File: src/include/sdram_params.svh
`ifndef SDRAM_PARAMS_SVH
`define SDRAM_PARAMS_SVH

// sdram word address width
// shared with the controller side of the sdram
`define SDRAM_ASIZE 22

`endif

File: src/hdl/frame_reader_pkg.sv
package frame_reader_pkg;

    `include "sdram_params.svh"

    // address and data widths
    localparam int ASIZE    = `SDRAM_ASIZE;
    localparam int RAW_W    = 10;
    localparam int PIX_W    = 8;
    localparam int STRIDE_W = 11;
    localparam int CPU_W    = 32;

    // sdram read timing, strobe to valid data
    localparam int RD_LATENCY = 2;
    localparam int LAT_W      = $clog2(RD_LATENCY + 1);

    // sensor constants
    localparam int BLACK_LEVEL = 16;
    localparam int LINE_PIXELS = 8;
    localparam int COL_W       = $clog2(LINE_PIXELS);

    // unused bits between the channels and the done flag
    localparam int PAD_W = CPU_W - 3 * PIX_W - 1;

    typedef struct packed {
        logic [RAW_W-1:0] raw;
        logic             last;
    } raw_sample_t;

    typedef struct packed {
        logic [PIX_W-1:0] red;
        logic [PIX_W-1:0] green;
        logic [PIX_W-1:0] blue;
        logic             last;
    } rgb_pixel_t;

    // readout word, pixel view
    typedef struct packed {
        logic [PIX_W-1:0] red;
        logic [PIX_W-1:0] green;
        logic [PIX_W-1:0] blue;
        logic [PAD_W-1:0] pad;
        logic             done;
    } cpu_pixel_view_t;

    // readout word, status view
    typedef struct packed {
        logic [CPU_W-3:0] zero;
        logic             busy;
        logic             pixel_rdy;
    } cpu_status_view_t;

    typedef union packed {
        cpu_pixel_view_t  pix;
        cpu_status_view_t stat;
    } cpu_word_u;

endpackage

File: src/hdl/bayer_line_demosaic.sv
`timescale 1ns/1ps

module bayer_line_demosaic (
    input  logic                           clk,
    input  logic                           rst_n,
    input  logic                           frame_start,
    input  frame_reader_pkg::raw_sample_t  sample,
    input  logic                           sample_valid,
    output frame_reader_pkg::rgb_pixel_t   pixel,
    output logic                           pixel_valid
);

    logic [frame_reader_pkg::COL_W-1:0] col;
    logic                               row_odd;
    logic                               is_red;
    logic                               is_blue;
    logic                               is_green;
    logic [frame_reader_pkg::PIX_W-1:0] corr;
    logic [frame_reader_pkg::PIX_W-1:0] red_lat;
    logic [frame_reader_pkg::PIX_W-1:0] green_lat;
    logic [frame_reader_pkg::PIX_W-1:0] blue_lat;

    // black level removal, clamp at zero, keep the top 8 bits
    function automatic logic [frame_reader_pkg::PIX_W-1:0] correct(
        input logic [frame_reader_pkg::RAW_W-1:0] raw
    );
        logic [frame_reader_pkg::RAW_W-1:0] diff;
        if (raw < frame_reader_pkg::RAW_W'(frame_reader_pkg::BLACK_LEVEL)) begin
            diff = '0;
        end else begin
            diff = raw - frame_reader_pkg::RAW_W'(frame_reader_pkg::BLACK_LEVEL);
        end
        return diff[frame_reader_pkg::RAW_W-1 -: frame_reader_pkg::PIX_W];
    endfunction

    // bayer phase
    // even rows R G R G, odd rows G B G B
    assign is_red   = !row_odd && !col[0];
    assign is_blue  = row_odd && col[0];
    assign is_green = !is_red && !is_blue;
    assign corr     = correct(sample.raw);

    // column and row tracking
    always_ff @(posedge clk) begin
        if (!rst_n) begin
            col         <= '0;
            row_odd     <= 1'b0;
            pixel_valid <= 1'b0;
        end else begin
            pixel_valid <= sample_valid;
            if (frame_start) begin
                col     <= '0;
                row_odd <= 1'b0;
            end else if (sample_valid) begin
                if (col == frame_reader_pkg::COL_W'(frame_reader_pkg::LINE_PIXELS - 1)) begin
                    col     <= '0;
                    row_odd <= !row_odd;
                end else begin
                    col <= col + 1'b1;
                end
            end
        end
    end

    // latest value of each colour, zero until seen in this frame
    always_ff @(posedge clk) begin
        if (frame_start) begin
            red_lat   <= '0;
            green_lat <= '0;
            blue_lat  <= '0;
        end else if (sample_valid) begin
            if (is_red) begin
                red_lat <= corr;
            end
            if (is_green) begin
                green_lat <= corr;
            end
            if (is_blue) begin
                blue_lat <= corr;
            end
        end
    end

    // output pixel, current sample replaces its own colour
    always_ff @(posedge clk) begin
        if (sample_valid) begin
            pixel.red   <= is_red ? corr : red_lat;
            pixel.green <= is_green ? corr : green_lat;
            pixel.blue  <= is_blue ? corr : blue_lat;
            pixel.last  <= sample.last;
        end
    end

endmodule

File: src/hdl/cpu_pixel_port.sv
`timescale 1ns/1ps

module cpu_pixel_port (
    input  logic                          clk,
    input  logic                          rst_n,
    input  frame_reader_pkg::rgb_pixel_t  pixel,
    input  logic                          pixel_valid,
    input  logic                          empty_frame,
    input  logic                          frame_start,
    input  logic                          ack,
    input  logic                          reg_sel,
    output logic                          pixel_rdy,
    output logic                          img_done,
    output logic                          fetch,
    output frame_reader_pkg::cpu_word_u   cpu_readdata
);

    frame_reader_pkg::rgb_pixel_t held;
    logic                         busy;
    logic                         done_flag;
    logic                         ack_taken;

    // ack only counts while a pixel is offered
    assign ack_taken = ack && pixel_rdy;

    // combinational so the reader strobes on the very next edge
    assign fetch = ack_taken && !held.last;

    always_ff @(posedge clk) begin
        if (!rst_n) begin
            pixel_rdy <= 1'b0;
            img_done  <= 1'b0;
            busy      <= 1'b0;
            done_flag <= 1'b0;
        end else begin
            img_done <= 1'b0;
            if (pixel_valid) begin
                pixel_rdy <= 1'b1;
            end else if (ack_taken) begin
                pixel_rdy <= 1'b0;
            end
            // frame ends on ack of the last pixel
            if (ack_taken && held.last) begin
                img_done  <= 1'b1;
                busy      <= 1'b0;
                done_flag <= 1'b1;
            end
            // empty frame, done without any fetch
            if (empty_frame) begin
                img_done  <= 1'b1;
                done_flag <= 1'b1;
            end
            if (frame_start) begin
                busy      <= 1'b1;
                done_flag <= 1'b0;
            end
        end
    end

    // held pixel, stable until the processor acks
    always_ff @(posedge clk) begin
        if (pixel_valid) begin
            held <= pixel;
        end
    end

    // readout word
    // reg_sel low gives status, high gives the pixel
    always_comb begin
        cpu_readdata = '0;
        if (reg_sel) begin
            cpu_readdata.pix.red   = held.red;
            cpu_readdata.pix.green = held.green;
            cpu_readdata.pix.blue  = held.blue;
            cpu_readdata.pix.pad   = '0;
            cpu_readdata.pix.done  = done_flag;
        end else begin
            cpu_readdata.stat.zero      = '0;
            cpu_readdata.stat.busy      = busy;
            cpu_readdata.stat.pixel_rdy = pixel_rdy;
        end
    end

endmodule

File: src/hdl/frame_reader_top.sv
`timescale 1ns/1ps

module frame_reader_top (
    input  logic                                  clk,
    input  logic                                  rst_n,
    input  logic                                  img_captured,
    input  logic [frame_reader_pkg::ASIZE-1:0]    start_addr,
    input  logic [frame_reader_pkg::ASIZE-1:0]    max_addr,
    input  logic [frame_reader_pkg::STRIDE_W-1:0] rd_len,
    output logic                                  rd2_req,
    output logic [frame_reader_pkg::ASIZE-1:0]    rd2_addr,
    input  logic [frame_reader_pkg::RAW_W-1:0]    rd2_data,
    input  logic                                  ack,
    input  logic                                  reg_sel,
    output logic                                  pixel_rdy,
    output logic                                  img_done,
    output frame_reader_pkg::cpu_word_u           cpu_readdata
);

    // reader to demosaic
    frame_reader_pkg::raw_sample_t sample;
    logic                          sample_valid;
    logic                          frame_start;
    logic                          empty_frame;

    // demosaic to port
    frame_reader_pkg::rgb_pixel_t  pixel;
    logic                          pixel_valid;

    // port back to reader
    logic                          fetch;

    sdram_burst_reader u_reader (
        .clk          (clk),
        .rst_n        (rst_n),
        .img_captured (img_captured),
        .fetch        (fetch),
        .start_addr   (start_addr),
        .max_addr     (max_addr),
        .rd_len       (rd_len),
        .rd2_data     (rd2_data),
        .rd2_req      (rd2_req),
        .rd2_addr     (rd2_addr),
        .sample       (sample),
        .sample_valid (sample_valid),
        .frame_start  (frame_start),
        .empty_frame  (empty_frame)
    );

    bayer_line_demosaic u_demosaic (
        .clk          (clk),
        .rst_n        (rst_n),
        .frame_start  (frame_start),
        .sample       (sample),
        .sample_valid (sample_valid),
        .pixel        (pixel),
        .pixel_valid  (pixel_valid)
    );

    cpu_pixel_port u_port (
        .clk          (clk),
        .rst_n        (rst_n),
        .pixel        (pixel),
        .pixel_valid  (pixel_valid),
        .empty_frame  (empty_frame),
        .frame_start  (frame_start),
        .ack          (ack),
        .reg_sel      (reg_sel),
        .pixel_rdy    (pixel_rdy),
        .img_done     (img_done),
        .fetch        (fetch),
        .cpu_readdata (cpu_readdata)
    );

endmodule

File: src/hdl/sdram_burst_reader.sv
`timescale 1ns/1ps

module sdram_burst_reader (
    input  logic                                     clk,
    input  logic                                     rst_n,
    input  logic                                     img_captured,
    input  logic                                     fetch,
    input  logic [frame_reader_pkg::ASIZE-1:0]       start_addr,
    input  logic [frame_reader_pkg::ASIZE-1:0]       max_addr,
    input  logic [frame_reader_pkg::STRIDE_W-1:0]    rd_len,
    input  logic [frame_reader_pkg::RAW_W-1:0]       rd2_data,
    output logic                                     rd2_req,
    output logic [frame_reader_pkg::ASIZE-1:0]       rd2_addr,
    output frame_reader_pkg::raw_sample_t            sample,
    output logic                                     sample_valid,
    output logic                                     frame_start,
    output logic                                     empty_frame
);

    typedef enum logic [1:0] {
        ST_IDLE,
        ST_ISSUE,
        ST_WAIT,
        ST_CAPTURED
    } state_t;

    state_t                                   state;
    logic [frame_reader_pkg::ASIZE-1:0]       addr;
    logic [frame_reader_pkg::ASIZE-1:0]       next_addr;
    logic [frame_reader_pkg::LAT_W-1:0]       lat_cnt;
    logic                                     first_req;
    logic                                     capture;

    // end of frame test: address plus stride must stay below max_addr
    // one extra bit so the sum cannot wrap
    function automatic logic addr_fits(
        input logic [frame_reader_pkg::ASIZE-1:0]    a,
        input logic [frame_reader_pkg::STRIDE_W-1:0] stride,
        input logic [frame_reader_pkg::ASIZE-1:0]    limit
    );
        logic [frame_reader_pkg::ASIZE:0] sum;
        sum = {1'b0, a} + (frame_reader_pkg::ASIZE + 1)'(stride);
        return sum < {1'b0, limit};
    endfunction

    assign next_addr = addr + frame_reader_pkg::ASIZE'(rd_len);
    assign capture   = (state == ST_WAIT) && (lat_cnt == '0);

    // address is only looked at while rd2_req is high
    assign rd2_addr = addr;

    always_ff @(posedge clk) begin
        if (!rst_n) begin
            state        <= ST_IDLE;
            rd2_req      <= 1'b0;
            sample_valid <= 1'b0;
            frame_start  <= 1'b0;
            empty_frame  <= 1'b0;
            first_req    <= 1'b0;
            lat_cnt      <= '0;
            addr         <= '0;
        end else begin
            // strobes default low
            rd2_req      <= 1'b0;
            sample_valid <= 1'b0;
            frame_start  <= 1'b0;
            empty_frame  <= 1'b0;
            case (state)
                ST_IDLE: begin
                    if (img_captured) begin
                        if (addr_fits(start_addr, rd_len, max_addr)) begin
                            addr      <= start_addr;
                            first_req <= 1'b1;
                            state     <= ST_ISSUE;
                        end else begin
                            // nothing to read, port reports done directly
                            empty_frame <= 1'b1;
                        end
                    end
                end
                ST_ISSUE: begin
                    rd2_req     <= 1'b1;
                    frame_start <= first_req;
                    first_req   <= 1'b0;
                    lat_cnt     <= frame_reader_pkg::LAT_W'(frame_reader_pkg::RD_LATENCY - 1);
                    state       <= ST_WAIT;
                end
                ST_WAIT: begin
                    if (capture) begin
                        sample_valid <= 1'b1;
                        addr         <= next_addr;
                        // last sample frees the reader, port finishes the frame
                        if (addr_fits(next_addr, rd_len, max_addr)) begin
                            state <= ST_CAPTURED;
                        end else begin
                            state <= ST_IDLE;
                        end
                    end else begin
                        lat_cnt <= lat_cnt - 1'b1;
                    end
                end
                ST_CAPTURED: begin
                    // one fetch outstanding at most, wait for the port
                    if (fetch) begin
                        state <= ST_ISSUE;
                    end
                end
                default: state <= ST_IDLE;
            endcase
        end
    end

    // sample payload
    always_ff @(posedge clk) begin
        if (capture) begin
            sample.raw  <= rd2_data;
            sample.last <= !addr_fits(next_addr, rd_len, max_addr);
        end
    end

endmodule

File: config.mk
export PLATFORM = sky130hd
export DESIGN_NAME = frame_reader_top
export DESIGN_NICKNAME = d
export VERILOG_FILES = /design/src/hdl/frame_reader_pkg.sv /design/src/hdl/bayer_line_demosaic.sv /design/src/hdl/cpu_pixel_port.sv /design/src/hdl/frame_reader_top.sv /design/src/hdl/sdram_burst_reader.sv
export VERILOG_INCLUDE_DIRS = /design/src /design/src/include
export SDC_FILE = /design/constraint.sdc
export NUM_CORES = 1
export LEC_CHECK = 0
export ABC_AREA = 1
export ABC_CLOCK_PERIOD_IN_PS = 14950
export BUFFER_PORTS_ARGS = -buffer_cell sky130_fd_sc_hd__buf_2
export CAP_MARGIN = 25
export CORE_ASPECT_RATIO = 0.8
export CORE_MARGIN = 4
export CORE_UTILIZATION = 50
export CTS_CLUSTER_SIZE = 16
export DETAILED_ROUTE_END_ITERATION = 6
export GPL_ROUTABILITY_DRIVEN = 0
export PLACE_DENSITY = 0.69
export RECOVER_POWER = 100
export SLEW_MARGIN = 5
export SYNTH_ARGS = -nofsm -noshare
export SYNTH_HDL_FRONTEND = slang
export SYNTH_HIERARCHICAL = 1
export SYNTH_SLANG_ARGS = --single-unit
File: constraint.sdc
create_clock -name clk -period 14.95 [get_ports clk]
set_input_delay 2.99 -clock clk [delete_from_list [all_inputs] [get_ports clk]]
set_output_delay 2.99 -clock clk [all_outputs]
set_load 0.02 [all_outputs]
# After elaboration in Yosys (flattened, before gate mapping)
# Cells that the tools add are included.
# op_classes
n_eq_ne	9
n_mux	32
n_reduce_logical	30
order_cmp	3
add_sub_neg	6
bitwise	1
# op_table
op	n
22-bit 2-to-1 mux	3
22-bit by 11-bit adder with 23-bit output	2
23-bit by 22-bit < comparator with 1-bit output	2
22-bit case mux with 2 select lines	1
32-bit 2-to-1 mux	1
8-bit 2-to-1 mux	3
22-bit by 11-bit adder with 22-bit output	1
1-bit 2-to-1 mux	13
2-bit 2-to-1 mux	6
2-bit nonzero test	6
10-bit by 5-bit < comparator with 1-bit output (second input constant)	1
10-bit 2-to-1 mux	1
10-bit by 5-bit subtractor with 10-bit output (second input constant)	1
2-bit case mux with 4 select lines	1
2-bit AND reduction	4
4-bit AND reduction	2
1-bit logical AND	7
1-bit zero test	6
2-bit inequality test (second input constant)	3
3-bit AND reduction	2
2-bit equality test (second input constant)	2
2-bit zero test	2
2-bit by 1-bit inequality test with 1-bit output (second input constant)	2
2-bit case mux with 2 select lines	1
other kinds (8)	8
# word_totals
out_inout_bits	57
word_cells	109
register_bits	125

# Logic depth before layout (Yosys ltp)
# Gate-level depths: netlist (run 1).
# logic_depth
depth_word	6
depth_mapped	33
mapped_depth_nobuf	33

# Cells and area by module
# The synthesis (run 1) kept the hierarchy.
# by_module_without_submodules
module	cells_per_inst	area_per_inst_um2	instances
sdram_burst_reader	841	5480.3	1
bayer_line_demosaic	300	2529.9	1
cpu_pixel_port	107	1178.6	1

# Least setup slack after synthesis (run 1)
# Ideal clock, no wire load.
# synth_path
path_kind	input-to-reg
startpoint	input port rd_len[0] (netlist bit)
endpoint	register u_reader.state[1]
n_path_buf	0
path_stages	30
setup_time_ns	0.120
path_slack_ns	8.187
required_ns	14.830
t_arrival_ns	6.643
cell_sequence	ha_1 fa_1 nand2_2 clkinv_1 nand3_2 nand3_2 a31oi_1 xnor2_1 ha_1 nand2_1 nor2_1 nand4_1 o221ai_1 inv_1 nor3_2 xor2_1 ha_1 nand2_1 nor4_1 nand2_1 nand2_1 nand2_1 nand2_1 nand2_1 nand2_1 nand2_1 nand4_1 nand2_1 nand2_1 a21oi_1
# synth_between
elab_chain_len	6
elab_cells_between_ends	10
# synth_lines
item	line_no	text
start, declared	frame_reader_top.sv:9	input logic [frame_reader_pkg::STRIDE_W-1:0] rd_len,
22-bit by 11-bit adder with 22-bit output	sdram_burst_reader.sv:46	assign next_addr = addr + frame_reader_pkg::ASIZE'(rd_len);
22-bit by 11-bit adder with 23-bit output	sdram_burst_reader.sv:42	sum = {1'b0, a} + (frame_reader_pkg::ASIZE + 1)'(stride);
23-bit by 22-bit < comparator with 1-bit output	sdram_burst_reader.sv:43	return sum < {1'b0, limit};
2-bit 2-to-1 mux	sdram_burst_reader.sv:93	if (addr_fits(next_addr, rd_len, max_addr)) begin
2-bit 2-to-1 mux	sdram_burst_reader.sv:89	if (capture) begin
2-bit case mux with 4 select lines	sdram_burst_reader.sv:68	case (state)
end signal, assigned	sdram_burst_reader.sv:74	state <= ST_ISSUE;
end signal, assigned	sdram_burst_reader.sv:94	state <= ST_CAPTURED;
end signal, assigned	sdram_burst_reader.sv:96	state <= ST_IDLE;
end, declared	sdram_burst_reader.sv:27	state_t state;
# Several ways; a longest one is shown, not always the timed one. The select of a mux whose other input is x is not followed.
# A chain may end at the register's enable or synchronous reset.

# Worst setup path after layout (run 1)
# layout_path
startpoint	input port rd_len[0] (netlist bit)
endpoint	register u_reader.addr, in the netlist u_reader/rd2_addr[10]
# layout_between
elab_chain_len	4
elab_cells_between_ends	7
# layout_lines
item	line_no	text
22-bit by 11-bit adder with 23-bit output	sdram_burst_reader.sv:42	
23-bit by 22-bit < comparator with 1-bit output	sdram_burst_reader.sv:43	
2-bit by 1-bit inequality test with 1-bit output (no line)	n/a	
4-bit AND reduction (no line)	n/a	
end signal, assigned	sdram_burst_reader.sv:72	addr <= start_addr;
end signal, assigned	sdram_burst_reader.sv:91	addr <= next_addr;
end, declared	sdram_burst_reader.sv:28	logic [frame_reader_pkg::ASIZE-1:0] addr;
# Several ways; a longest one is shown, not always the timed one. The select of a mux whose other input is x is not followed.

==> summary.md, run 1 <==
| Metric | Value |
|---|---|
| Status | `finished, violations left` |
| Failing checks | `max-capacitance violations, max-slew violations` |
| Fin cells | `1600` |
| Core ar. | `17600 um^2` |
| Vias in the first global route | `7284` |
| Worst EP arrival | `8.62 ns` |
| Startpoint types | `input pin` |
| Worst-Margin Slew | `3.54 ns` |
| Syn Std Cell Area | `roughly 9100 um^2` |
| Pre-CTS setup slack | `roughly 7.1 ns` |
| Final hold vios | `0` |
| Hold slack | `0.416 ns` |
| DRT Pass-1 Iters | `5` |
| Layout fillers | `approximately 1700` |
| Min-delay src | `u_demosaic/pixel[11]$_DFFE_PP_` |
| CP max FO | `34` |
| Fin worst setup slack | `6.61 ns` |
| Synth warn | `6` |
| Full die area | `20500 um^2` |
| Mapped Cells | `1246` |
| Die width | `159 um` |
| CTS max path bufs | `2` |
| Vias per cell | `5.02` |
| Num rows | `43` |
| Critical R2R Launch | `u_reader/rd2_addr[0]$_SDFFE_PN0P_` |
| Max Fclk | `0.120 GHz` |
| Final setup viols | `0` |
| Layout Nets | `1521` |
| WL/cell | `13.8 um` |
| Area Growth Syn to Fin | `13.1%` |
| CP endpoint kind | `flop` |
| Pwr Total | `around 1.4 mW` |
| Initial antenna violation count | `0` |
| Buffers on Ports | `118` |
| Layout cells sized above 1 | `0.126` |
| DRT Wirelength | `about 22000 um` |
| 1st-iter DRT viols | `670` |
| All-Layer GR Usage | `0.213` |
| Placed Area | `9820 um^2` |
| Crit. Startpoint | `rd_len[0]` |
| Design Area, Final | `10300 um^2` |
| Period utilization | `0.558` |
| Largest net degree at the start of global routing | `81` |
| TritonCTS clock tree | `yes` |
| IO Count | `127` |
| Maximum vdd ir drop | `0.0000876 V` |
| Synth Area per Inst | `7.33 um^2` |
| Placed cell count | `1568` |
| Final core occ | `0.585` |
| Unrepaired setup endpoints after global routing | `false` |
| Skew-Pair Late Insertion Delay | `0.41 ns` |
| Leak | `5.24 nW` |
| Root buffer cell | `clkbuf_16` |
| Global-route wire length before repair | `35700 um` |
| Final slew viol count | `108` |
| CP required | `15.23 ns` |
| Overflow after GRT | `0` |
| Worst relative slew slack | `-1.36` |
| ANT cells | `0` |
| Setup TNS | `0 ns` |
| Hold WC Path Type | `reg2reg` |
| Starting density of the core | `0.517` |
| Number of max-cap violations | `2` |
| DRT antenna net count | `0` |
| Post-DP HPWL | `17200 um` |
| CTS H-tree lvls | `4` |
| Minimum clock period | `8.34 ns` |
| Setup repair bufs after CTS | `0` |
| CP Class | `in2reg` |
| Total clock sinks | `123` |
| CTS Buf Count | `17` |
| PostCTS Resize Cnt | `0` |
| Via count | `~8000` |
| Die Height | `129 um` |
| CTS Hold Bufs | `0` |
| Drt drc | `0` |
| Clk pin slew, worst setup/hold paths | `0.05 ns` |
| Skew final | `0.00959 ns` |
| PwrDens | `134 nW/um^2` |
## sequential cells by signal, indices dropped and copies added, names as in the netlist, 3 cells and up
signal                count
u_demosaic/col            3
u_reader/rd2_addr        22
u_reader/sample           9
u_demosaic/pixel         25
u_demosaic/blue_lat       8
u_demosaic/red_lat        8
u_demosaic/green_lat      8
u_port/held              25
## path summary, 6_finish.rpt
check / to / slack, ns / cells past startpoint
setup / recovery: u_reader/rd2_addr[10]$_SDFFE_PN0P_ / 6.61 / 27
hold / removal: u_port/held[11]$_DFFE_PP_ / 0.42 / 0
setup reg to reg: u_reader/state[1]$_SDFFE_PN0P_ / 9.71 / 30
hold reg to reg: u_port/held[11]$_DFFE_PP_ / 0.42 / 0
## layout by cell type, fill, tap and decap left out, types with 4 or more instances in the layout
master,count
clkbuf_1,56
conb_1,6
nor3_1,13
o21ai_0,55
edfxtp_1,59
nand3_1,56
nand2_2,32
a211oi_1,4
xor2_1,32
dfxtp_1,63
a21oi_1,78
clkinv_1,8
nor2_2,8
inv_2,9
a21oi_2,4
buf_2,65
nor4_1,5
bufinv_16,5
or2_2,4
ha_1,86
nand4_1,10
nor2_1,99
xnor2_1,15
inv_1,202
nand3_2,10
nand2_1,333
a31oi_1,5
clkbuf_16,17
## critical path, cell delays in order
cell      delay [ns]
clkbuf_1        0.14
ha_1            0.23
fa_1            0.41
nand3_1         0.10
nand2_1         0.11
a21oi_1         0.33
o21ai_0         0.21
a31oi_1         0.34
nor2_1          0.16
xnor2_1         0.16
inv_1           0.06
ha_1            0.28
nand2_1         0.08
nor4_1          0.27
nand2_1         0.08
nand2_1         0.11
nand2_1         0.07
nand2_1         0.06
nand2_1         0.04
nand2_1         0.07
nand2_1         0.06
nand2_1         0.09
nand2_1         0.23
nand2_1         0.96
clkinv_1        0.63
nor2_1          0.26
nor2_1          0.07
## cell type report
class                   count  area (um^2)  share of cell area
clock buffers              17          425              0.0412
clock inverters            15          204              0.0197
inverters                 216          813              0.0787
multi-input cells         882         5010               0.485
flip-flops and latches    123         3050               0.296
well taps                 225          282              0.0273
repair buffers            122          543              0.0526
## routing by layer
layer  GRT usage  wire, um
met1       0.334     11700
met2       0.298      8510
met3      0.0458      1690
met4      0.0485       163
met5           0         0
## where the power goes
group | internal [mW] | leakage (nW) | switching (mW)
logic | 0.184 | 3.88 | 0.335
clock network | 0.292 | 0.303 | 0.145
registers | 0.400 | 1.06 | 0.0280
total | 0.876 | 5.24 | 0.507
(Power assumes the default switching activity.)
==> run 2, diff against run 1 <==
--- a/config.mk
+++ b/config.mk
@@ -7,7 +7,7 @@
 export NUM_CORES = 1
 export LEC_CHECK = 0
 export ABC_AREA = 1
-export ABC_CLOCK_PERIOD_IN_PS = 14950
+export ABC_CLOCK_PERIOD_IN_PS = 8760
 export BUFFER_PORTS_ARGS = -buffer_cell sky130_fd_sc_hd__buf_2
 export CAP_MARGIN = 25
 export CORE_ASPECT_RATIO = 0.8
==> constraint.sdc (replaced) <==
create_clock -name clk -period 8.76 [get_ports clk]
set_input_delay 1.752 -clock clk [delete_from_list [all_inputs] [get_ports clk]]
set_output_delay 1.752 -clock clk [all_outputs]
set_load 0.02 [all_outputs]
==> summary.md, run 2 (synthesis gave the netlist of run 1 again) <==
| Metric | Value |
|---|---|
| CP bufs+invs | `3 (unchanged)` |
| CP max FO | `34 (unchanged)` |
| Leak | `5.24 nW (about the same)` |
| TritonCTS clock tree | `yes` |
| Critical R2R Launch | `u_reader/rd2_addr[0]$_SDFFE_PN0P_` |
| Setup repair bufs after CTS | `0 (unchanged)` |
| CTS Hold Bufs | `0 (unchanged)` |
| R2R Setup Slk | `3.56 ns (-6.15 ns)` |
| CP endpoint kind | `flop` |
| Slowest CP cell | `nand2_1` |
| Failing checks | `max-capacitance violations, max-slew violations` |
| Final setup viols | `0 (unchanged)` |
| Clock power frac | `0.301 (-0.015)` |
| Setup TNS | `0 ns (unchanged)` |
| Design Area, Final | `10300 um^2 (about the same)` |
| Combinational Power Share | `0.383 (+0.008)` |
| Sequential power share | `0.316 (+0.007)` |
| Pre-CTS setup slack | `2.16 ns (-4.92 ns)` |
| IO Count | `127 (unchanged)` |
| CP required | `9.05 ns (-6.18 ns)` |
| DRT Pass-1 Iters | `6 (+1)` |
| Num rows | `43 (unchanged)` |
| Largest net degree at the start of global routing | `81 (unchanged)` |
| Final hold vios | `0 (unchanged)` |
| CTS H-tree lvls | `4 (unchanged)` |
| WHS Endpoint | `u_port/held[2]$_DFFE_PP_` |
| Most frequent CP cell | `nand2_1` |
| Hold WC Path Type | `reg2reg` |
| Worst hold path depth | `0 (unchanged)` |
| Min-delay src | `u_demosaic/pixel[2]$_DFFE_PP_` |
| Full die area | `20500 um^2 (unchanged)` |
| Sw Ratio | `0.385 (+0.0183)` |
| Placed Area | `9820 um^2 (unchanged)` |
| Final slew viol count | `108 (unchanged)` |
| ANT cells | `0 (unchanged)` |
| 1st-iter DRT viols | `740 (+10%)` |
| Buffers on Ports | `118 (unchanged)` |
| R2R depth | `30 (unchanged)` |
| Unrepaired setup endpoints after global routing | `false` |
| Worst-Margin Slew | `3.60 ns (+0.0570 ns)` |
| Period utilization | `0.786` |
| Vias per cell | `5.01 (-0.14%)` |
| Clk pin slew, worst setup/hold paths | `0.06 ns (about the same)` |
| All-Layer GR Usage | `0.209 (-0.00373)` |
| Vias in the first global route | `7097 (-2.6%)` |
| PwrDens | `224 nW/um^2 (+67%)` |
| CP Class | `in2reg` |
| Maximum vdd ir drop | `0.000137 V (+57%)` |
| Initial antenna violation count | `0 (unchanged)` |
| Post-DP HPWL | `17100 um (-0.61%)` |
| Core ar. | `17600 um^2 (unchanged)` |
| Starting density of the core | `0.517 (unchanged)` |
| Drt drc | `0 (unchanged)` |
| Sw Pwr | `0.890 mW (+75%)` |
| Max Fclk | `0.145 GHz` |
| Commonest non-fill, non-tap cells in the layout | `nand2_1 (332), inv_1 (202), nor2_1 (99), ha_1 (86), a21oi_1 (78)` |
| Fin cells | `1601 (+0.063%)` |
| CTS Buf Count | `17 (unchanged)` |
| Startpoint types | `input pin` |
| Area Growth Syn to Fin | `13.0% (about the same)` |
| Int Pwr | `1.42 mW (+62%)` |
| Worst EP arrival | `7.18 ns (-1.44 ns)` |
| Overflow after GRT | `0 (unchanged)` |
| Skew final | `0.00770 ns (-0.00188 ns)` |
| Layout cells sized above 1 | `0.130 (+0.00427)` |
| WL/cell | `13.7 um (-0.69%)` |
| DRT antenna net count | `0 (unchanged)` |
| Root buffer cell | `clkbuf_16` |
| Via count | `8028 (-0.075%)` |
| Worst relative slew slack | `-1.40 (-0.0380)` |
| Total clock sinks | `123 (unchanged)` |
| DRT Wirelength | `22000 um (-0.63%)` |
| Worst R2R End | `u_reader/state[1]$_SDFFE_PN0P_` |
| Die Height | `129 um (unchanged)` |
| Placed cell count | `1568 (unchanged)` |
| Number of max-cap violations | `2 (unchanged)` |
| Layout Nets | `1522 (+0.066%)` |
| Top delay family on crit path | `simple AND/OR/NAND/NOR gates` |
| Critical Path Max Stage Delay | `0.85 ns (-0.11 ns)` |
| Minimum clock period | `6.89 ns` |
| Skew-Pair Late Insertion Delay | `0.41 ns (about the same)` |
| PostCTS Resize Cnt | `0 (unchanged)` |
| Die width | `159 um (unchanged)` |
| Pwr Total | `2.31 mW (+67%)` |
| Global-route wire length before repair | `35000 um (-1.9%)` |
| Commonest non-fill, non-tap cell in the layout | `nand2_1` |
| CTS max path bufs | `2 (unchanged)` |
| Fin worst setup slack | `1.87 ns (-4.74 ns)` |
| Status | `finished, violations left` |
==> run 2: cell count changes in the layout (fill, tap and decap cells not counted), sizes merged <==
cell      delta
buf          +1
bufinv       -3
clkinv       -3
clkinvlp     +1
inv          +5
==> run 2: how the worst max path moves through the flow <==
stage,start,slack (ns),depth (start not counted),end
2_1_floorplan,rd_len[0],3.24,30,u_reader/state[1]$_SDFFE_PN0P_
4_1_cts,rd_len[0],2.57,27,u_reader/rd2_addr[8]$_SDFFE_PN0P_
6_report,rd_len[0],1.87,27,u_reader/rd2_addr[5]$_SDFFE_PN0P_
3_3_place_gp,rd_len[0],2.22,27,u_reader/rd2_addr[5]$_SDFFE_PN0P_
5_1_grt,rd_len[0],1.49,27,u_reader/rd2_addr[7]$_SDFFE_PN0P_
3_5_place_dp,rd_len[0],2.16,27,u_reader/rd2_addr[8]$_SDFFE_PN0P_
==> run 2: stage by stage <==
| step | hold slack (ns) | utilization |
|---|---|---|
| final | 0.418 | 0.585 |
| after global routing | 0.431 | 0.585 |
| after CTS | 0.420 | 0.590 |
| after detailed placement | 0.405 | 0.556 |
| after global placement | 0.401 | 0.556 |
| after floorplan | 0.400 | - |
==> run 2: power by group through the flow <==
| stage | combinational, mW | sequential (mW) | clock (mW) |
|---|---|---|---|
| 2_1_floorplan | 0.651 | 0.758 | 0 |
| 3_3_place_gp | 0.857 | 0.737 | 0 |
| 3_5_place_dp | 0.876 | 0.741 | 0 |
| 4_1_cts | 0.885 | 0.729 | 0.707 |
| 5_1_grt | 1.00 | 0.739 | 0.735 |
| 6_report | 0.884 | 0.731 | 0.697 |
==> run 2: worst reg2reg max path: cells and delay by family, from the launching register on <==
family | cells | cell delay, ns
DFF | 1 | 0.34
buffers and inverters | 2 | 0.27
and+or+nand+nor | 19 | 2.22
AOI/OAI and AO/OA | 3 | 0.64
adders and majority gates | 4 | 1.35
xor gates and xnor gates | 2 | 0.24
==> run 2: cell type report <==
type | instances | area (um^2)
clock inverters | 15 | 165
inverters | 216 | 813
flip-flops and latches | 123 | 3050
multi-input cells | 882 | 5010
fillers | 1696 | 7330
repair buffers | 123 | 571
clock buffers | 17 | 425
well taps | 225 | 282
==> run 2: metal layers <==
layer | vias to the layer above | global-route usage | part of all wire
met4 | 0 | 0.0367 | 0.0067
met3 | 13 | 0.0484 | 0.079
met2 | 231 | 0.293 | 0.38
met1 | 3593 | 0.329 | 0.53
met5 | - | 0 | 0
li1 | 4191 | - | -
